File: config.mk
export PLATFORM = sky130hd
export DESIGN_NAME = zclk_phase
export DESIGN_NICKNAME = d
export VERILOG_FILES = /design/src/rtl/zmem_pkg.sv /design/src/rtl/zclk_phase.sv
export SDC_FILE = /design/constraint.sdc
export NUM_CORES = 1
export LEC_CHECK = 0
export BUFFER_PORTS_ARGS = -buffer_cell sky130_fd_sc_hd__buf_2
export CAP_MARGIN = 30
export CORE_AREA = 2 2 39 41
export DETAILED_ROUTE_END_ITERATION = 12
export DIE_AREA = 0 0 41 43
export HOLD_SLACK_MARGIN = 0.06
export SETUP_SLACK_MARGIN = 0.3
export SLEW_MARGIN = 40
export SYNTH_ARGS = -nofsm -noshare
export SYNTH_HDL_FRONTEND = slang
export SYNTH_SLANG_ARGS = --single-unit
File: constraint.sdc
create_clock -name fclk -period 3.15 [get_ports fclk]
set_input_delay 0.63 -clock fclk [delete_from_list [all_inputs] [get_ports fclk]]
set_output_delay 0.63 -clock fclk [all_outputs]
set_load 0.01 [all_outputs]
File: src/rtl/zmem_pkg.sv
package zmem_pkg;

	// z80 side
	typedef logic [15:0] zaddr_t;
	typedef logic [7:0]  zdata_t;

	// paging
	typedef logic [7:0]  page_t;  // 16k page in a window
	typedef logic [4:0]  rompg_t; // rom page, half a megabyte reach

	// dram side
	typedef logic [15:0] dword_t; // one dram word, two z80 bytes
	typedef logic [20:0] daddr_t; // {page, za[13:1]}

	// number of page bits that reach the rom chip
	localparam int ROM_PAGE_BITS = 5;

	// turbo select
	typedef logic [1:0] turbo_t;

	localparam turbo_t TURBO_3M5 = 2'b00;
	localparam turbo_t TURBO_7M  = 2'b01;
	localparam turbo_t TURBO_14M = 2'b10; // 2'b11 runs at 14 MHz too

	// 14 MHz stall controller
	typedef enum logic [1:0]
	{
		st_idle,      // no dram access in flight
		st_wait_slot, // request held until c3 with cpu_next
		st_wait_data, // granted, word arrives on next c2
		st_finish     // data in buffer, release on c2 or c1
	} stall_state_t;

endpackage

File: src/rtl/zclk_phase.sv
`timescale 1ns/1ps

module zclk_phase (
	input  logic             fclk,
	input  logic             rst_n,
	input  zmem_pkg::turbo_t turbo,
	input  logic             cpu_stall,
	output logic             c0,
	output logic             c1,
	output logic             c2,
	output logic             c3,
	output logic             zclk,
	output logic             zpos,
	output logic             zneg
);

	logic [2:0] cnt;     // low two bits are the dram slot phase
	logic [2:0] cnt_nxt;
	logic       pos_pt;  // rising edge point for the coming cycle
	logic       neg_pt;  // falling edge point for the coming cycle
	logic       zclk_nxt;

	assign cnt_nxt = cnt + 3'd1;

	// edge points locked to the counter so zclk always lines up with c0..c3
	always_comb
	begin
		case (turbo)
			zmem_pkg::TURBO_3M5:
			begin
				pos_pt = (cnt_nxt == 3'd4);
				neg_pt = (cnt_nxt == 3'd0);
			end
			zmem_pkg::TURBO_7M:
			begin
				pos_pt = (cnt_nxt[1:0] == 2'd2);
				neg_pt = (cnt_nxt[1:0] == 2'd0);
			end
			default: // 14 MHz, one fclk per half period
			begin
				pos_pt = cnt_nxt[0];
				neg_pt = ~cnt_nxt[0];
			end
		endcase
	end

	assign zclk_nxt = zpos ? 1'b1 : (zneg ? 1'b0 : zclk); // level seen next cycle

	always_ff @(posedge fclk or negedge rst_n)
	if (!rst_n)
	begin
		cnt  <= 3'd0;
		zclk <= 1'b1; // first edge is a fall
		zpos <= 1'b0;
		zneg <= 1'b0;
	end
	else
	begin
		cnt  <= cnt_nxt;
		zclk <= zclk_nxt;
		zpos <= pos_pt & ~zclk_nxt;
		zneg <= neg_pt & zclk_nxt & ~cpu_stall; // stall keeps zclk high
	end

	assign c0 = (cnt[1:0] == 2'd0);
	assign c1 = (cnt[1:0] == 2'd1);
	assign c2 = (cnt[1:0] == 2'd2);
	assign c3 = (cnt[1:0] == 2'd3);

endmodule

==> impl_summary.txt <==
----------------------------------------------------
[Logic synthesis]
  Area share of the leading cell type in the synthesized netlist ... 0.389
  Seq cells post-synth ... 6
  Number of flops mapped to enable cells by yosys ... 0
  Post-Synthesis Mean Instance Area ... 11.9 µm²
  Yosys Warn Count ... 0
  Netlist area before placement ... 322 µm²
  Main synth FF type ... sky130_fd_sc_hd__dfrtp_1
  Distinct cell type count of the synthesized netlist ... 13
  Most common cell in the synthesized netlist ... sky130_fd_sc_hd__ha_1
  Number of nets in the synthesized netlist ... 38
  Proportion of synthesized flip-flops having asynchronous set or reset ... 1.00
  Number of instances in the synthesized netlist ... 27
  Register area share after synthesis ... 0.471
  Cell accounting for the most synthesized area ... sky130_fd_sc_hd__dfrtp_1
  Synth top cells by count ... sky130_fd_sc_hd__ha_1 (6), sky130_fd_sc_hd__dfrtp_1 (5), sky130_fd_sc_hd__inv_1 (5), sky130_fd_sc_hd__a21oi_1 (2)
  Cell types with the largest area share after synthesis ... sky130_fd_sc_hd__dfrtp_1 (39%), sky130_fd_sc_hd__ha_1 (23%), sky130_fd_sc_hd__dfstp_2 (8.2%)

[Timing]
  Fin crit share ... 0.557
  Total negative setup slack ... 0 ns
  Pins over their slew limit ... 0
  Max Clock Freq ... 570 MHz
  Transition time at the pin with the least slew margin ... 0.264 ns
  Worst slew margin relative to its limit ... 0.824
  Worst clock skew ... 0.00816 ns
  Setup WS post-layout ... 1.40 ns
  Unrepaired setup endpoints after global routing ... no
  Final Hold Violating Endpoints ... 0
  Finish-stage setup viols ... 0
  Time the final worst path needs with I/O delays and setup ... 1.75 ns

[Power and ir drop]
  Peak supply drop ... 0.000160 V
  Leak ... 0.234 nW
  Power per cell area ... 498 nW/µm²

[Floorplan]
  Initial core utilization ... 0.232
  Std-Cell Rows ... 14
  Die width ... 41 µm
  Core Footprint ... 1380 µm²
  Die area ... 1760 µm²
  IO Pins ... 12
  Die Y-Extent ... 43 µm

[Run status]
  Outcome ... finished clean

[Place]
  Pre-CTS setup slack ... 1.65 ns
  Buffers added on ports ... 11
  RePlAce Congestion ... 0.628

[Global routing]
  Global-route wire length before repair ... 924 µm
  Maximum number of pins on one net before global-route repair ... 7
  Global-route total usage across every layer ... 0.0838
  GRT overflow ... 0
  Via count of the first global-routing pass ... 234
  Number of antenna violations at the first check in global routing ... 0

[Route]
  DRT iter0 DRCs ... 0
  Routed Wire Length ... 521 µm
  Wire length per cell ... 8.98 µm
  First-pass iteration count of the detailed router ... 1
  Via-to-Cell Ratio ... 3.78
  Routed via count ... 219
  Number of design rule violations left after detail routing ... 0
  Antenna-violating nets left ... 0

[Worst setup path]
  Worst endpoint required time ... 2.52 ns
  CP Max Fanout ... 6
  Category of the worst setup path capture point ... primary output
  Worst setup path class ... reg2out
  Signal arrival time at the worst endpoint ... 1.12 ns
  Critical Path Source Type ... flop

[Clock network]
  Worst-path clk slew ... 0.05 ns
  Hold-fix buffers, CTS ... 0
  Inserted Clock Buffers ... 3
  TritonCTS clock tree ... built
  Clk sinks ... 6
  CTS root buffer ... sky130_fd_sc_hd__clkbuf_4
  CTS max path bufs ... 2
  Number of levels the H-tree was split into ... 1
  PostCTS Resize Cnt ... 0
  Setup Fix Bufs, Post-CTS ... 0
  Skew-Pair Late Insertion Delay ... 0.25 ns

[Final layout]
  Fraction of layout instances using a drive strength above 1 ... 0.429
  Number of nets in the final layout ... 54
  Area growth from synthesis to layout ... 31.5%
  Core Util, Final ... 0.306
  Ant. Diodes ... 0

[Worst hold path]
  Worst hold path type ... in2async

[Job]
  Count of maximum capacitance violations ... 0

----------------------------------------------------
==> stage by stage <==
step / std cells / hold slack [ns] / area [µm²] / total power [W]
floorplan: 27 / 0.334 / 322 / 0.000118
global placement: 54 / 0.458 / 397 / 0.000134
detailed placement: 54 / 0.460 / 397 / 0.000135
CTS: 58 / 0.184 / 423 / 0.000217
global route: 58 / 0.189 / 423 / 0.000227
finish: 58 / 0.193 / 423 / 0.000210
==> cell families (layout without fill, tap and decap cells) <==
| logic type | Yosys count | in the layout | share of synthesized area |
|---|---|---|---|
| compound gates | 5 | 5 | 0.113 |
| xor+xnor | 1 | 1 | 0.0506 |
| flops | 6 | 6 | 0.471 |
| fa+ha+maj | 6 | 6 | 0.233 |
| buf+inv | 5 | 20 | 0.0584 |
| simple gates | 4 | 4 | 0.0740 |
==> cells in the final DEF, fill, tap and decap left out <==
cell type / synthesis / layout
sky130_fd_sc_hd__a211oi_2: 1 / 1
sky130_fd_sc_hd__a21oi_1: 2 / 2
sky130_fd_sc_hd__clkbuf_4: 0 / 3
sky130_fd_sc_hd__inv_1: 5 / 5
sky130_fd_sc_hd__o21ai_1: 1 / 1
sky130_fd_sc_hd__and3_1: 1 / 1
sky130_fd_sc_hd__xnor2_2: 1 / 1
sky130_fd_sc_hd__o21ai_2: 1 / 1
sky130_fd_sc_hd__and2b_1: 1 / 1
sky130_fd_sc_hd__nand2b_1: 1 / 1
sky130_fd_sc_hd__dfrtp_1: 5 / 5
sky130_fd_sc_hd__clkbuf_1: 0 / 1
sky130_fd_sc_hd__buf_2: 0 / 11
sky130_fd_sc_hd__nand2_1: 1 / 1
sky130_fd_sc_hd__ha_1: 6 / 6
sky130_fd_sc_hd__dfstp_2: 1 / 1
==> worst max-delay path, cell delays in order (launching register included) <==
cell                      delay (ns)
sky130_fd_sc_hd__dfrtp_1        0.44
sky130_fd_sc_hd__inv_1          0.10
sky130_fd_sc_hd__ha_1           0.20
sky130_fd_sc_hd__buf_2          0.14
==> per-layer routing <==
layer,wire length [µm],vias to the layer above,track usage
met5,0,-,0
met4,0,0,0.0600
met3,47,0,0.0524
met2,248,9,0.106
met1,224,96,0.0984
li1,-,114,-
==> final timing paths <==
kind | start | slack, ns | endpoint | depth (start not counted)
worst max-delay path | cnt[0] | 1.40 | c2 | 3
worst min-delay path | rst_n | 0.19 | cnt[0] | 1
worst max register to register | cnt[0] | 1.86 | zpos | 4
worst min register to register | zpos | 0.49 | zclk | 2
max in group asynchronous | rst_n | 2.73 | zclk | 1
min in group fclk | zpos | 0.49 | zclk | 2
==> report_power, final <==
| group | switching, W | total [W] | internal (W) | leakage, nW |
|---|---|---|---|---|
| clock network | 0.0000305 | 0.0000787 | 0.0000482 | 0.0150 |
| logic | 0.0000205 | 0.0000355 | 0.0000150 | 0.143 |
| registers | 0.00000409 | 0.0000963 | 0.0000922 | 0.0755 |
| total | 0.0000551 | 0.000210 | 0.000155 | 0.234 |
==> flip-flops by register name, indices dropped and copies added, names as in the netlist <==
| name | flops |
|---|---|
| cnt | 3 |
| zpos | 1 |
| zneg | 1 |
| zclk | 1 |
==> final cells by class <==
type | count | area (µm²)
Multi-Input combinational cell | 16 | 151
Timing Repair Buffer | 11 | 55.1
Tap cell | 16 | 20.0
Sequential cell | 6 | 151
Clock buffer | 4 | 26.3
Inverter | 5 | 18.8
Fill cell | 155 | 961
(Power assumes the default switching activity.)
