===== src/rtl/zmem_pkg.sv =====
package zmem_pkg;

	// z80 side
	typedef logic [15:0] zaddr_t;
	typedef logic [7:0]  zdata_t;

	// paging
	typedef logic [7:0]  page_t;  // 16k page in a window
	typedef logic [4:0]  rompg_t; // rom page, half a megabyte reach

	// dram side
	typedef logic [15:0] dword_t; // one dram word, two z80 bytes
	typedef logic [20:0] daddr_t; // {page, za[13:1]}

	// number of page bits that reach the rom chip
	localparam int ROM_PAGE_BITS = 5;

	// turbo select
	typedef logic [1:0] turbo_t;

	localparam turbo_t TURBO_3M5 = 2'b00;
	localparam turbo_t TURBO_7M  = 2'b01;
	localparam turbo_t TURBO_14M = 2'b10; // 2'b11 runs at 14 MHz too

	// 14 MHz stall controller
	typedef enum logic [1:0]
	{
		st_idle,      // no dram access in flight
		st_wait_slot, // request held until c3 with cpu_next
		st_wait_data, // granted, word arrives on next c2
		st_finish     // data in buffer, release on c2 or c1
	} stall_state_t;

endpackage


===== src/rtl/zmem_word_cache.sv =====
`timescale 1ns/1ps

module zmem_word_cache (
	input  logic             fclk,
	input  logic             rst_n,
	input  zmem_pkg::zaddr_t za,
	input  logic             mreq_n,
	input  logic             rd_n,
	input  logic             rfsh_n,
	input  logic             iorq_n,
	input  logic             zpos,
	input  logic             zneg,
	input  logic             romnram,
	input  logic             cpu_strobe,
	input  zmem_pkg::dword_t cpu_rddata,
	output zmem_pkg::zdata_t zd_out,
	output logic             zd_ena,
	output logic             cache_hit
);

	zmem_pkg::dword_t rd_buf;      // last word fetched from dram
	logic [15:1]      cached_addr;
	logic             valid;
	logic             r_mreq_n;    // mreq as seen on previous zneg
	logic             io_r;
	logic             mem_start;   // first zneg of a memory cycle
	logic             memwr;
	logic             io_start;

	assign memwr     = ~mreq_n & rd_n & rfsh_n; // rd_n still high at T1 zneg
	assign mem_start = zneg & r_mreq_n & ~mreq_n & rfsh_n;
	assign io_start  = zpos & ~iorq_n & ~io_r;

	always_ff @(posedge fclk or negedge rst_n)
	if (!rst_n)
	begin
		r_mreq_n <= 1'b1;
		io_r     <= 1'b0;
	end
	else
	begin
		if (zneg)
			r_mreq_n <= mreq_n | ~rfsh_n; // refresh does not count as access
		if (zpos)
			io_r <= ~iorq_n;
	end

	// rom access, any write or new io cycle drops the buffered word
	always_ff @(posedge fclk or negedge rst_n)
	if (!rst_n)
		valid <= 1'b0;
	else if ((mem_start & (romnram | memwr)) | io_start)
		valid <= 1'b0;
	else if (cpu_strobe)
		valid <= 1'b1;

	always_ff @(posedge fclk)
	if (cpu_strobe)
	begin
		rd_buf      <= cpu_rddata;
		cached_addr <= za[15:1];
	end

	assign cache_hit = valid & (za[15:1] == cached_addr);

	assign zd_out = za[0] ? rd_buf[15:8] : rd_buf[7:0]; // byte lane
	assign zd_ena = ~mreq_n & ~rd_n & ~romnram;         // ram read drives the bus

endmodule


===== config.mk =====
export PLATFORM = sky130hd
export DESIGN_NAME = zmem_word_cache
export DESIGN_NICKNAME = d
export VERILOG_FILES = /design/src/rtl/zmem_pkg.sv /design/src/rtl/zmem_word_cache.sv
export SDC_FILE = /design/constraint.sdc
export NUM_CORES = 1
export LEC_CHECK = 0
export BUFFER_PORTS_ARGS = -buffer_cell sky130_fd_sc_hd__buf_2
export CORE_UTILIZATION = 47
export DETAILED_ROUTE_END_ITERATION = 16
export PLACE_DENSITY = 0.8
export SYNTH_ARGS = -nofsm -noshare
export SYNTH_HDL_FRONTEND = slang
export SYNTH_SLANG_ARGS = --single-unit

===== constraint.sdc =====
create_clock -name fclk -period 1.26 [get_ports fclk]
set_input_delay 0.252 -clock fclk [delete_from_list [all_inputs] [get_ports fclk]]
set_output_delay 0.252 -clock fclk [all_outputs]
set_load 0.005 [all_outputs]

==> run summary, run 1 <==
status = finished, violations left
failing checks = setup timing
worst ir drop on vdd = 0.926 mV
register area share after synthesis = 75.9%
Post-Route WL = 2270 µm
Clock Sinks = 34
I/O Buffers = 51
Initial Util = 51.7%
period utilisation layout = 131%
Synth cell types = 16
Mapped Nets = 115
cell row count = 18
max cap viols = 0
nature of the critical path startpoint = register
1st-iter DRT viols = 13
gr ovfl total = 0
drt wl/cell = 14.0 µm
first-pass GRT wire length = 3490 µm
final hold slack = 0.0924 ns
vias per cell = 5.06
Tot GR Track Use = 17.7%
die extent in x = 55.1 µm
PwrDens = 1230 nW/µm²
Worst EP arrival = 1.40 ns
hold endpoint = r_mreq_n
CTS tree = yes
kind of critical path = reg -> out
share of layout cells above drive strength 1 = 52.3%
initial antenna violation count = 0
Mapped Cells = 73
R2R Path Start = r_mreq_n
largest net degree at the start of global routing = 33
max-slew violations = 0
non-filler cells, final = 162
placed cells = 154
worst reg2reg endpoint = valid
fillcell total = 193
leakage = 0.730 nW
post-CTS setup buffer count = 0
Worst Hold Path Cells = 2
Max clock buf depth = 2
actual slew at the worst max-slew pin = 0.239 ns
Yosys warning total = 0
num ports = 52
Final Cell Area = 1780 µm²
crit path launch = cached_addr[7]
Tmin final = 1.66 ns
internal reg-to-reg setup slack = 0.39 ns
Residual DRC = 0
R2R depth = 2
top cell type's share of synthesized area = 70.1%
area leader, netlist = edfxtp_1
clock buffer count from CTS = 5
Antenna Nets Post-Route = 0
Mapped Area = 1330 µm²
fin nets = 174
vias in the first global route = 845
register bit total from synthesis = 34
clk root buf = clkbuf_4
GPL Wtd Cong = 0.724
hold wc startpoint = rfsh_n
worst slack, placed = -0.124 ns
element type at the critical path end = output pin
core outline area = 2570 µm²
setup violators final = 9
final hold violation count = 0
die height = 55.1 µm
dpl hpwl = 1770 µm
Reg clk slew, reported paths = 0.09 ns
Worst Clk Skew = 0.000104 ns
die area = 3040 µm²
Max Fclk = 604 MHz
H-tree Lvls = 2
final worst setup slack = -0.396 ns
Slew headroom = 84.1%
post-synthesis area per instance = 18.2 µm²
DRT Pass-1 Iters = 3
area grow syn2layout = 33.7%
clk_lat worst skew = 0.32 ns
RSZ-0062 raised after global routing = yes
CP required = 1.01 ns
critical path peak fanout = 1
Area contributors post-synth = edfxtp_1, xnor2_1, mux2_2
ant diodes = 0
Hold Crit Class = in -> reg
via count = 819
placed instance area = 1640 µm²
-- worst max-delay path, stage by stage (launching register included) --
cell and delay (ns):
edfxtp_1 0.43, xnor2_2 0.16, nand4_1 0.11, nor4_2 0.25, buf_2 0.15
-- report_power, final --
group,internal [W],switching [W]
sequential,0.00133,0.0000368
combinational,0.000188,0.000111
clock,0.000210,0.000305
-- what timing repair did --
item | in CTS | in global routing
pin swaps | 7 | 4
endpoints found under the setup margin | 9 | 9
endpoints found under the hold margin | 3 | 0
hold buffers | 1 | 0
gates resized for setup | 9 | 7
-- cells in the final DEF, fill, tap and decap left out, types with 2 or more instances in the layout --
master,netlist,final
mux2_4,0,7
buf_6,0,7
edfxtp_1,31,31
buf_2,1,44
xnor2_2,0,2
clkbuf_4,0,5
inv_1,2,2
a31oi_1,2,2
dfrtp_1,2,2
xnor2_1,15,13
nand4_1,4,4
clkbuf_1,0,2
-- layout make-up --
class | count | area [µm²] | area share, %
Timing Repair Buffer | 53 | 329 | 18.5
Sequential cell | 34 | 1010 | 56.7
Tap cell | 30 | 37.5 | 2.11
Inverter | 2 | 7.51 | 0.423
Clock buffer | 7 | 45.0 | 2.54
Multi-Input combinational cell | 36 | 349 | 19.7
-- synth_stat cells --
| master | n |
|---|---|
| a31oi_1 | 2 |
| dfrtp_1 | 2 |
| dfstp_2 | 1 |
| mux2_2 | 8 |
| o21ai_0 | 1 |
| edfxtp_1 | 31 |
| inv_1 | 2 |
| nand2b_1 | 1 |
| buf_2 | 1 |
| o211a_1 | 1 |
| nor4_2 | 1 |
| nor3_1 | 1 |
| nor2_1 | 1 |
| xnor2_1 | 15 |
| o22ai_1 | 1 |
| nand4_1 | 4 |
-- registers in the layout, summed over array words and instances (netlist names) --
| register | count |
|---|---|
| io_r | 1 |
| valid | 1 |
| r_mreq_n | 1 |
| cached_addr | 15 |
| rd_buf | 16 |
-- stage by stage --
| stage | util [%] | power [W] | setup TNS [ns] |
|---|---|---|---|
| 2_1_floorplan | - | 0.00149 | 0 |
| 3_3_place_gp | 63.7 | 0.00162 | -0.0437 |
| 3_5_place_dp | 63.7 | 0.00164 | -0.124 |
| 4_1_cts | 67.7 | 0.00220 | -1.13 |
| 5_1_grt | 69.2 | 0.00229 | -1.52 |
| 6_report | 69.2 | 0.00218 | -0.949 |
-- cells by family (layout without fill, tap and decap cells) --
logic type             count (synthesis)  after routing  synth area share, %
XOR/XNOR                              15             15                 9.90
multiplexers                           8              8                 6.79
AND/OR/NAND/NOR                        8              8                 3.96
buffers and inverters                  3             62                0.942
flip-flops                            34             34                 75.9
AO/OA/AOI/OAI                          5              5                 2.54
-- how the worst max path moves through the flow --
stage,to,cells past startpoint
floorplan,cache_hit,3
global placement,cache_hit,4
detailed placement,cache_hit,4
CTS,cache_hit,4
global route,cache_hit,4
finish,cache_hit,4
-- per-layer routing --
metal  track usage (%)  up-vias  share of wire (%)
met5                 0        -                  0
met4              6.25        0                1.2
met3              7.65        3                9.8
met1              16.8      380                 36
met2              33.3       41                 53
li1                  -      395                  -
Power figures use the tool's default switching activity.
==> run 2: changes to the inputs <==
Settings changed: SKIP_LAST_GASP from default to 1.
==> run 2 against run 1 <==
The run still ends with setup timing left. Combinational power about the same. Routed wire length is 0.44% higher. Final cell count is the same. Critical path type unchanged. Highest routed layer unchanged.
==> run summary, run 2 (same netlist as run 1, synthesis figures left out) <==
most common cell after layout, fill and taps aside = buf_2 (unchanged)
most frequent cells in the layout = buf_2, edfxtp_1, xnor2_1 (unchanged)
hold wc startpoint = rfsh_n (unchanged)
area grow syn2layout = 33.7% (unchanged)
worst slack, placed = -0.124 ns (unchanged)
critical path peak fanout = 1 (unchanged)
ant diodes = 0 (unchanged)
Post-Route WL = 2280 µm (was 2270 µm)
Internal Power = 0.00173 W (about the same)
final worst setup slack = -0.411 ns (was -0.396 ns)
drt wl/cell = 14.1 µm (was 14.0 µm)
I/O Buffers = 51 (unchanged)
Reg clk slew, reported paths = 0.09 ns (about the same)
Tmin final = 1.67 ns (was 1.66 ns)
Worst Clk Skew = 0.000104 ns (unchanged)
R2R Path Start = r_mreq_n (unchanged)
CP required = 1.01 ns (about the same)
clock buffer count from CTS = 5 (unchanged)
Initial Util = 51.7% (unchanged)
first-pass GRT wire length = 3510 µm (was 3490 µm)
Max clock buf depth = 2 (unchanged)
core outline area = 2570 µm² (unchanged)
largest registers = rd_buf (16), cached_addr (15) (unchanged)
element type at the critical path end = output pin (unchanged)
Max Fclk = 598 MHz (was 604 MHz)
failing checks = setup timing (unchanged)
die extent in x = 55.1 µm (unchanged)
status = finished, violations left (unchanged)
combinational power share = 13.7% (about the same)
crit path launch = cached_addr[2] (was cached_addr[7])
final hold slack = 0.0912 ns (was 0.0924 ns)
setup violators final = 9 (unchanged)
PwrDens = 1230 nW/µm² (about the same)
1st-iter DRT viols = 13 (unchanged)
initial antenna violation count = 0 (unchanged)
vias in the first global route = 843 (was 845)
Clock Power Share = 23.6% (about the same)
family with the most delay on the worst path = flip-flops (unchanged)
non-filler cells, final = 162 (unchanged)
clk_lat worst skew = 0.32 ns (about the same)
Antenna Nets Post-Route = 0 (unchanged)
placed cells = 154 (unchanged)
clk root buf = clkbuf_4 (unchanged)
Top reg by flops = rd_buf (unchanged)
placed instance area = 1640 µm² (unchanged)
number of flip-flops in the largest register = 16 (unchanged)
dpl hpwl = 1770 µm (unchanged)
largest net degree at the start of global routing = 33 (unchanged)
kind of critical path = reg -> out (unchanged)
num ports = 52 (unchanged)
period utilisation layout = 133% (was 131%)
fin nets = 174 (unchanged)
Final Cell Area = 1780 µm² (unchanged)
final hold violation count = 0 (unchanged)
H-tree Lvls = 2 (unchanged)
post-CTS setup buffer count = 0 (unchanged)
Slew headroom = 84.0% (was 84.1%)
die height = 55.1 µm (unchanged)
share of layout cells above drive strength 1 = 52.3% (unchanged)
max-slew violations = 0 (unchanged)
vias per cell = 5.07 (was 5.06)
Net Switching = 0.000454 W (was 0.000453 W)
GPL Wtd Cong = 0.724 (unchanged)
Tot GR Track Use = 17.8% (was 17.7%)
cell row count = 18 (unchanged)
sequential power share = 62.7% (about the same)
actual slew at the worst max-slew pin = 0.240 ns (was 0.239 ns)
CP max-delay cell = edfxtp_1 (unchanged)
RSZ-0062 raised after global routing = yes (unchanged)
critical path, cell by cell = xnor2_1, nand4_1, nor4_2, buf_2 (was xnor2_2, nand4_1, nor4_2, buf_2)
die area = 3040 µm² (unchanged)
leakage = 0.730 nW (unchanged)
Hold Crit Class = in -> reg (unchanged)
Largest stage delay, worst path = 0.39 ns (was 0.43 ns)
Clock Sinks = 34 (unchanged)
CTS tree = yes (unchanged)
crit path buf inv count = 1 (unchanged)
Worst EP arrival = 1.42 ns (was 1.40 ns)
max cap viols = 0 (unchanged)
Residual DRC = 0 (unchanged)
gr ovfl total = 0 (unchanged)
via count = 822 (was 819)
post-layout util = 69.2% (unchanged)
switching power share of the total = 20.8% (was 20.7%)
nature of the critical path startpoint = register (unchanged)
DRT Pass-1 Iters = 3 (unchanged)
worst ir drop on vdd = 0.926 mV (about the same)
[run 2: cell counts in the layout (fill, tap and decap cells not counted)]
Identical to the previous run, type by type.
[run 2: cell type report]
class	instances	area [µm²]
Clock buffer	7	45.0
Fill cell	193	792
Inverter	2	7.51
Timing Repair Buffer	53	329
Tap cell	30	37.5
Multi-Input combinational cell	36	349
Sequential cell	34	1010
[run 2: repair_timing]
item / CTS / global route
endpoints found under the hold margin: 3 / 0
gates resized for setup: 9 / 7
hold buffers: 1 / 0
pin swaps: 3 / 1
cloned: 0 / 0
setup endpoints to repair: 9 / 9
[run 2: power by group through the flow]
stage                     clock network [W]  logic, W  registers [W]
after global placement                    0  0.000237        0.00138
after detailed placement                  0  0.000250        0.00139
final                              0.000516  0.000299        0.00137
after floorplan                           0  0.000110        0.00138
after CTS                          0.000548  0.000281        0.00137
after global routing               0.000583  0.000333        0.00138
[run 2: routing by layer]
layer | part of all wire [%] | GRT usage [%] | vias to the layer above
met3 | 9.9 | 7.65 | 3
li1 | - | - | 395
met1 | 36 | 16.9 | 383
met2 | 53 | 33.3 | 41
met4 | 1.2 | 6.25 | 0
met5 | 0 | 0 | -
[run 2: path summary, 6_finish.rpt]
check,end,slack [ns],cells past startpoint
max,cache_hit,-0.41,4
min in group asynchronous,io_r,0.24,2
min,r_mreq_n,0.09,2
max in group asynchronous,r_mreq_n,0.83,2
min reg2reg,r_mreq_n,0.51,2
max reg2reg,valid,0.39,2
[run 2: metrics by stage]
step / total power, W / setup TNS (ns)
after floorplan: 0.00149 / 0
after global placement: 0.00162 / -0.0437
after detailed placement: 0.00164 / -0.124
after CTS: 0.00220 / -1.14
after global routing: 0.00230 / -1.54
final: 0.00219 / -0.968
