[config.mk]
export PLATFORM = sky130hd
export DESIGN_NAME = zmem_pager
export DESIGN_NICKNAME = d
export VERILOG_FILES = /design/src/rtl/zmem_pkg.sv /design/src/rtl/zmem_pager.sv
export SDC_FILE = /design/constraint.sdc
export NUM_CORES = 1
export LEC_CHECK = 0
export BUFFER_PORTS_ARGS = -buffer_cell sky130_fd_sc_hd__buf_2
export CAP_MARGIN = 20
export CORE_MARGIN = 4
export CORE_UTILIZATION = 24
export DETAILED_ROUTE_END_ITERATION = 12
export PLACE_DENSITY = 0.84
export SLEW_MARGIN = 30
export SYNTH_ARGS = -nofsm -noshare
export SYNTH_HDL_FRONTEND = slang
export SYNTH_SLANG_ARGS = --single-unit
[constraint.sdc]
create_clock -name vclk -period 1.2
set_input_delay 0.06 -clock vclk [all_inputs]
set_output_delay 0.06 -clock vclk [all_outputs]
set_load 0.01 [all_outputs]
[src/rtl/zmem_pkg.sv]
package zmem_pkg;

	// z80 side
	typedef logic [15:0] zaddr_t;
	typedef logic [7:0]  zdata_t;

	// paging
	typedef logic [7:0]  page_t;  // 16k page in a window
	typedef logic [4:0]  rompg_t; // rom page, half a megabyte reach

	// dram side
	typedef logic [15:0] dword_t; // one dram word, two z80 bytes
	typedef logic [20:0] daddr_t; // {page, za[13:1]}

	// number of page bits that reach the rom chip
	localparam int ROM_PAGE_BITS = 5;

	// turbo select
	typedef logic [1:0] turbo_t;

	localparam turbo_t TURBO_3M5 = 2'b00;
	localparam turbo_t TURBO_7M  = 2'b01;
	localparam turbo_t TURBO_14M = 2'b10; // 2'b11 runs at 14 MHz too

	// 14 MHz stall controller
	typedef enum logic [1:0]
	{
		st_idle,      // no dram access in flight
		st_wait_slot, // request held until c3 with cpu_next
		st_wait_data, // granted, word arrives on next c2
		st_finish     // data in buffer, release on c2 or c1
	} stall_state_t;

endpackage

[src/rtl/zmem_pager.sv]
`timescale 1ns/1ps

module zmem_pager (
	input  zmem_pkg::zaddr_t za,
	input  logic             win0_romnram, // 1 - rom in window, 0 - ram
	input  logic             win1_romnram,
	input  logic             win2_romnram,
	input  logic             win3_romnram,
	input  zmem_pkg::page_t  win0_page,
	input  zmem_pkg::page_t  win1_page,
	input  zmem_pkg::page_t  win2_page,
	input  zmem_pkg::page_t  win3_page,
	input  logic             romrw_en,     // flash write enable
	input  logic             mreq_n,
	input  logic             rd_n,
	input  logic             wr_n,
	output logic             romnram,
	output zmem_pkg::rompg_t rompg,
	output logic             romoe_n,
	output logic             romwe_n,
	output logic             csrom,
	output zmem_pkg::daddr_t cpu_addr
);

	zmem_pkg::page_t page; // page of the selected window

	// window by top two address bits
	always_comb
	begin
		case (za[15:14])
			2'b00:   begin page = win0_page; romnram = win0_romnram; end
			2'b01:   begin page = win1_page; romnram = win1_romnram; end
			2'b10:   begin page = win2_page; romnram = win2_romnram; end
			default: begin page = win3_page; romnram = win3_romnram; end
		endcase
	end

	assign rompg = page[zmem_pkg::ROM_PAGE_BITS-1:0]; // upper page bits ignored for rom

	// chip select picks rom vs ram, strobes follow the bus
	assign romoe_n = rd_n | mreq_n;
	assign romwe_n = wr_n | mreq_n | ~romrw_en;
	assign csrom   = romnram; // active high

	assign cpu_addr = {page, za[13:1]}; // word address, byte lane is za[0]

endmodule

==> results of run 1 <==
## cell type report
class | instances | area share (%)
Tap cell | 16 | 3.756
Multi-Input combinational cell | 11 | 40.85
Timing Repair Buffer | 59 | 55.40
## metal layers
| metal | share of wire (%) | GRT usage (%) | up-vias | routed length, um |
|---|---|---|---|---|
| li1 | - | - | 179 | - |
| met1 | 31 | 11.54 | 192 | 390 |
| met2 | 58 | 20.05 | 26 | 728 |
| met3 | 11 | 2.632 | 0 | 137 |
| met4 | 0 | 0.5376 | 0 | 0 |
| met5 | 0 | 0 | - | 0 |
## synth_stat cells
master,count,area share [%]
buf_4,19,38
mux4_2,9,54
buf_6,1,3.0
clkbuf_2,1,1.3
or2_2,1,1.7
or3b_2,1,2.3
## metrics by stage
stage          util [%]  cell area, um^2  worst slack (ns)  instances
2_1_floorplan         -            376.6            0.2222         32
3_3_place_gp      35.80            533.0           0.08068         86
3_5_place_dp      35.80            533.0           0.06762         86
4_1_cts           35.80            533.0           0.06762         86
5_1_grt           35.80            533.0           0.01172         86
6_report          35.80            533.0           0.08760         86
## power breakdown
group | internal [mW] | switching (mW) | total (mW) | leakage, nW
clock network | 0 | 0 | 0 | 0
registers | 0 | 0 | 0 | 0
logic | 0.132 | 0.0913 | 0.224 | 0.292
total | 0.132 | 0.0913 | 0.224 | 0.292
## layout by cell type (no fill, tap or decap)
cell type / synthesis / routed
buf_2: 0 / 59
mux4_2: 9 / 9
or2_2: 1 / 1
or3b_2: 1 / 1
## how the worst max path moves through the flow
stage | slack [ns] | startpoint | endpoint
after floorplan | 0.22 | za[14] | romnram
after global placement | 0.08 | za[14] | cpu_addr[15]
after detailed placement | 0.07 | za[14] | cpu_addr[17]
after CTS | 0.07 | za[14] | cpu_addr[17]
after global routing | 0.01 | za[14] | rompg[4]
final | 0.09 | za[14] | cpu_addr[17]
## cells by family (layout without fill, tap and decap cells)
family | count (synthesis) | after routing
buf+inv | 21 | 59
mux | 9 | 9
simple gates | 2 | 2
## critical path, stage by stage
cell and delay, ns:
buf_2 0.27, mux4_2 0.57, buf_2 0.16
==> results_dict.tcl, run 1 <==
set metrics [dict create \
    fill_cells 156 \
    place_congestion 0.6780 \
    grt_usage_pct 10.24 \
    die_y_um 47.62 \
    drt.antenna.violating_nets 0 \
    drive_above_1_share_pct 100.0 \
    grt_pass1_vias 422 \
    cts.hold.buffers_added 0 \
    post_cts_buffers 0 \
    regArea_um2 0 \
    synth_compound_area_share_pct 0 \
    grt_first_pass_wirelength_um 1725 \
    cp-start-kind "input port" \
    critPathMaxFanout 9 \
    tightestPinTransition_ns 0.2946 \
    timing.hold.worst.start "za[1]" \
    total_power_mw 0.2236 \
    flops_and_latches 0 \
    p_leak_nw 0.2920 \
    die_w_um 47.62 \
    syn_to_final_growth_pct 41.53 \
    peakVddDrop_uv 109.8 \
    core_um2 1489 \
    hold_end "cpu_addr[0]" \
    routed_via_density 4.616 \
    synthesis.nets 88 \
    timing.hold.ws_ns 0.1200 \
    drt_iter0_markers 0 \
    syn_area_um2 376.6 \
    setup_viol 0 \
    powerDensity_nw_per_um2 419.6 \
    synth_adder_area_share_pct 0 \
    antenna_found_initial 0 \
    synth_xor_xnor_area_share_pct 0 \
    max_freq_mhz 899.0 \
    multi_input_area_um2 217.7 \
    start_util_pct 25.29 \
    outcome "finished, final reports clean" \
    dr.pass1.iters 1 \
    totalWireLength_um 1256 \
    worstSetupEndpointType "output port" \
    finalSetupTns_ns 0 \
    rsz0062_at_grt "no" \
    avgSynthCellArea_um2 11.77 \
    hp-class "input port to output port" \
    synthSimpleGateAreaFrac_pct 3.987 \
    syn_inst 32 \
    die_area_um2 2267 \
    portBuffers 59 \
    grt.overflow.total 0 \
    critPathRequiredTime_ns 1.14 \
    drc 0 \
    synth_mux_area_share_pct 53.82 \
    synth_top_family_by_area "multiplexers" \
    dr_total_vias 397 \
    cts_resized 0 \
    ios 86 \
    relSlewSlack_pct 80.36 \
    rows 14 \
    critPathArrivalTime_ns 1.05 \
    seq_area_frac_synth_pct 0 \
    n_antenna_cell 0 \
    synth_warnings 0 \
    synth_cell_types 6 \
    hold_viol 0 \
    maxCapViolCount 0 \
    slew_viol_final 0 \
    finalCriticalPeriod_ns 1.112 \
    criticalPathCategory "input port to output port" \
    wire_per_inst_um 14.60 \
    grt_max_degree 10 \
    clkbuf_count 0 \
    nets 128 \
    hold_path_depth 0 \
    fin_crit_sh_pct 92.70 \
]
No activity file was read; power rests on OpenSTA's default activity.
==> run 2, diff against run 1 <==
--- a/config.mk
+++ b/config.mk
@@ -7,10 +7,13 @@
 export LEC_CHECK = 0
 export BUFFER_PORTS_ARGS = -buffer_cell sky130_fd_sc_hd__buf_2
 export CAP_MARGIN = 20
+export CELL_PAD_IN_SITES_DETAIL_PLACEMENT = 1
+export CELL_PAD_IN_SITES_GLOBAL_PLACEMENT = 2
+export CORE_ASPECT_RATIO = 0.6
 export CORE_MARGIN = 4
-export CORE_UTILIZATION = 24
+export CORE_UTILIZATION = 10
 export DETAILED_ROUTE_END_ITERATION = 12
-export PLACE_DENSITY = 0.84
+export PLACE_DENSITY_LB_ADDON = 0.1
 export SLEW_MARGIN = 30
 export SYNTH_ARGS = -nofsm -noshare
 export SYNTH_HDL_FRONTEND = slang
==> run 2 against run 1 <==
  * Sequential cell count is the same
  * Die area increased by 110%
  * Combinational power grew 5%
  * Sequential share of layout area unchanged
  * Design area grew 12%
  * Utilization shrank 18 points
  * Wire length is 34% higher
  * Largest cell class unchanged
==> results_dict.tcl, run 2 (same netlist as run 1, synthesis figures left out) <==
set metrics [dict create \
    criticalPathCategory "input port to output port" \
    die_area_um2 4844 \
    routed_via_density 3.564 \
    nets 130 \
    cp_slowest_cell "mux4_2" \
    grt_usage_pct 6.750 \
    fill_cells 419 \
    drive_above_1_share_pct 100.0 \
    drt_iter0_markers 0 \
    grt.overflow.total 0 \
    wire_per_inst_um 14.38 \
    outcome "finished, final reports clean" \
    rows 16 \
    ios 86 \
    flops_and_latches 0 \
    cp_cell_sequence "buf_2 -> buf_12 -> mux4_2 -> buf_2" \
    max_freq_mhz 941.2 \
    drt.antenna.violating_nets 0 \
    slew_viol_final 0 \
    mostFrequentLayoutCells "buf_2, mux4_2" \
    grt_pass1_vias 430 \
    drc 0 \
    multi_input_area_um2 217.7 \
    mostFrequentLayoutCell "buf_2" \
    critPathRequiredTime_ns 1.14 \
    finalCriticalPeriod_ns 1.062 \
    clkbuf_count 0 \
    total_power_mw 0.2348 \
    syn_to_final_growth_pct 58.47 \
    hp-class "input port to output port" \
    grt_first_pass_wirelength_um 2622 \
    rsz0062_at_grt "no" \
    p_leak_nw 0.3062 \
    hold_viol 0 \
    post_cts_buffers 0 \
    cpPeakStageDelay_ns 0.51 \
    die_w_um 87.23 \
    totalWireLength_um 1683 \
    timing.hold.worst.start "za[4]" \
    n_antenna_cell 0 \
    critPathArrivalTime_ns 1.00 \
    powerDensity_nw_per_um2 393.4 \
    fin_crit_sh_pct 88.54 \
    critPathMaxFanout 5 \
    portBuffers 59 \
    cts.hold.buffers_added 0 \
    crit_family "multiplexers" \
    setup_viol 0 \
    dr.pass1.iters 1 \
    crit_buf_inv 3 \
    hold_path_depth 0 \
    finalSetupTns_ns 0 \
    die_y_um 55.54 \
    cts_resized 0 \
    place_congestion 0.5936 \
    relSlewSlack_pct 84.62 \
    dr_total_vias 417 \
    dp_hpwl_um 1558 \
    grt_max_degree 10 \
    core_um2 3423 \
    peakVddDrop_uv 83.00 \
    antenna_found_initial 0 \
    tightestPinTransition_ns 0.2307 \
    maxCapViolCount 0 \
    regArea_um2 0 \
    cp-start-kind "input port" \
    worstSetupEndpointType "output port" \
    hold_end "cpu_addr[3]" \
    start_util_pct 11.00 \
    cpMostUsedCell "buf_2" \
]
==> run 2: cell count changes in the layout (fill, tap and decap cells not counted), sizes merged <==
cell  change
buf       +2
==> run 2: power breakdown <==
part           total (mW)  internal (mW)  leakage, nW  switching, mW
logic               0.235          0.141        0.306         0.0936
clock network           0              0            0              0
registers               0              0            0              0
total               0.235          0.141        0.306         0.0936
==> run 2: final cells by class <==
type                            count  share of cell area [%]
Timing Repair Buffer               61                   54.09
Multi-Input combinational cell     11                   36.48
Tap cell                           45                   9.434
==> run 2: stage by stage <==
stage | setup slack, ns | hold slack [ns] | utilization [%] | area (um^2) | cells
2_1_floorplan | 0.2222 | 0.2118 | - | 376.6 | 32
3_3_place_gp | 0.1209 | 0.1201 | 17.43 | 596.8 | 117
3_5_place_dp | 0.1169 | 0.1201 | 17.43 | 596.8 | 117
4_1_cts | 0.1148 | 0.1201 | 17.43 | 596.8 | 117
5_1_grt | 0.07613 | 0.1200 | 17.43 | 596.8 | 117
6_report | 0.1375 | 0.1200 | 17.43 | 596.8 | 117
==> run 2: how the worst max path moves through the flow <==
stage	start	to	slack [ns]	cells past startpoint
2_1_floorplan	za[14]	romnram	0.22	3
3_3_place_gp	za[14]	rompg[0]	0.12	4
3_5_place_dp	za[14]	rompg[0]	0.12	4
4_1_cts	za[14]	rompg[0]	0.11	4
5_1_grt	za[14]	rompg[0]	0.08	4
6_report	za[14]	rompg[0]	0.14	4
==> run 2: layer usage <==
| metal | track usage (%) | routed length (um) |
|---|---|---|
| met4 | 2.845 | 77 |
| met3 | 0.1486 | 89 |
| met5 | 0 | 0 |
| met1 | 7.162 | 537 |
| met2 | 13.62 | 979 |
==> run 3, diff against run 2 <==
==> constraint.sdc (replaced) <==
create_clock -name vclk -period 1
set_input_delay 0.05 -clock vclk [all_inputs]
set_output_delay 0.05 -clock vclk [all_outputs]
set_load 0.01 [all_outputs]
==> run 3 against run 2 <==
  * Sequential cell count stayed put
  * Final cell count stayed put
  * First-iteration DRC count is 12 higher
  * Highest routed layer unchanged
  * Largest cell class unchanged
  * Utilization is 1.6 points higher
==> results_dict.tcl, run 3 (same netlist as run 1, synthesis figures left out) <==
set metrics [dict create \
    use_met2_pct 14.27 \
    use_met3_pct 0 \
    finalNonFillerCells 117 \
    critPathMaxFanout 5 \
    regArea_um2 0 \
    critPathRequiredTime_ns 0.95 \
    mostFrequentLayoutCells "buf_2, mux4_2, buf_6" \
    grt_usage_pct 6.809 \
    antenna_found_initial 0 \
    flops_and_latches 0 \
    wire_per_inst_um 14.64 \
    mostFrequentLayoutCell "buf_2" \
    routed_via_density 3.573 \
    worstSetupEndpointType "output port" \
    core_um2 3423 \
    finalSetupTns_ns 0 \
    place_congestion 0.6419 \
    grt_pass1_vias 435 \
    use_met1_pct 6.890 \
    die_y_um 55.54 \
    portBuffers 59 \
    final_util_pct 19.04 \
    dp_hpwl_um 1547 \
    drc 0 \
    die_w_um 87.23 \
    tightestPinTransition_ns 0.2415 \
    slew_viol_final 0 \
    hold_end "cpu_addr[3]" \
    drive_above_1_share_pct 100.0 \
    dr.pass1.iters 3 \
    post_cts_buffers 0 \
    clkbuf_count 0 \
    fin_crit_sh_pct 99.67 \
    top_usage_layer "met2" \
    hold_path_depth 0 \
    setup_viol 0 \
    criticalPathCategory "input port to output port" \
    rsz0062_at_grt "yes" \
    relSlewSlack_pct 83.90 \
    total_power_mw 0.3200 \
    rows 16 \
    drt_iter0_markers 12 \
    hp-class "input port to output port" \
    die_area_um2 4844 \
    grt_max_degree 10 \
    peakVddDrop_uv 85.32 \
    preCtsSetupSlack_ns -0.03932 \
    n_antenna_cell 0 \
    cp-start-kind "input port" \
    p_leak_nw 0.3260 \
    cts.hold.buffers_added 0 \
    ios 86 \
    maxCapViolCount 0 \
    finalCriticalPeriod_ns 0.9967 \
    design_area_um2 651.9 \
    dr_total_vias 418 \
    totalWireLength_um 1713 \
    drt.antenna.violating_nets 0 \
    timing.hold.ws_ns 0.1000 \
    nets 130 \
    timing.hold.worst.start "za[4]" \
    hold_viol 0 \
    critPathArrivalTime_ns 0.95 \
    numPlacedInstances 116 \
    grt_first_pass_wirelength_um 2628 \
    powerDensity_nw_per_um2 490.8 \
    setup_ws_ns 0.003327 \
    start_util_pct 11.00 \
    post_dp_cell_area_um2 589.3 \
    fill_cells 406 \
    max_freq_mhz 1003 \
    syn_to_final_growth_pct 73.09 \
    grt.overflow.total 0 \
    outcome "finished, final reports clean" \
]
run 3: timing repair:
action,CTS,global route
gates cloned,1,0
endpoints found under the setup margin,14,8
gates resized for setup,8,0
run 3: critical path, cell delays in order:
cell and delay [ns]:
buf_8 0.09, buf_12 0.11, mux4_2 0.54, buf_6 0.15
run 3: final cells by class:
| cell class | count | area (um^2) | share of cell area (%) |
|---|---|---|---|
| Tap cell | 45 | 56.30 | 8.637 |
| Timing Repair Buffer | 61 | 377.9 | 57.97 |
| Multi-Input combinational cell | 11 | 217.7 | 33.40 |
run 3: worst max-delay path by stage:
| stage | slack, ns | depth (start not counted) | startpoint | end |
|---|---|---|---|---|
| final | 0.003 | 4 | za[14] | cpu_addr[15] |
| after global placement | -0.05 | 4 | za[14] | cpu_addr[15] |
| after detailed placement | -0.04 | 4 | za[14] | cpu_addr[15] |
| after floorplan | 0.04 | 3 | za[14] | romnram |
| after global routing | -0.02 | 4 | za[14] | cpu_addr[15] |
| after CTS | -0.007 | 4 | za[14] | cpu_addr[15] |
run 3: where the power goes:
part / switching (mW) / internal [mW] / leakage [nW]
clock network: 0 / 0 / 0
registers: 0 / 0 / 0
logic: 0.119 / 0.201 / 0.326
run 3: metal layers:
layer | vias up | part of all wire, %
li1 | 184 | -
met2 | 14 | 60
met3 | 16 | 4.8
met4 | 0 | 4.4
met5 | - | 0
met1 | 204 | 31
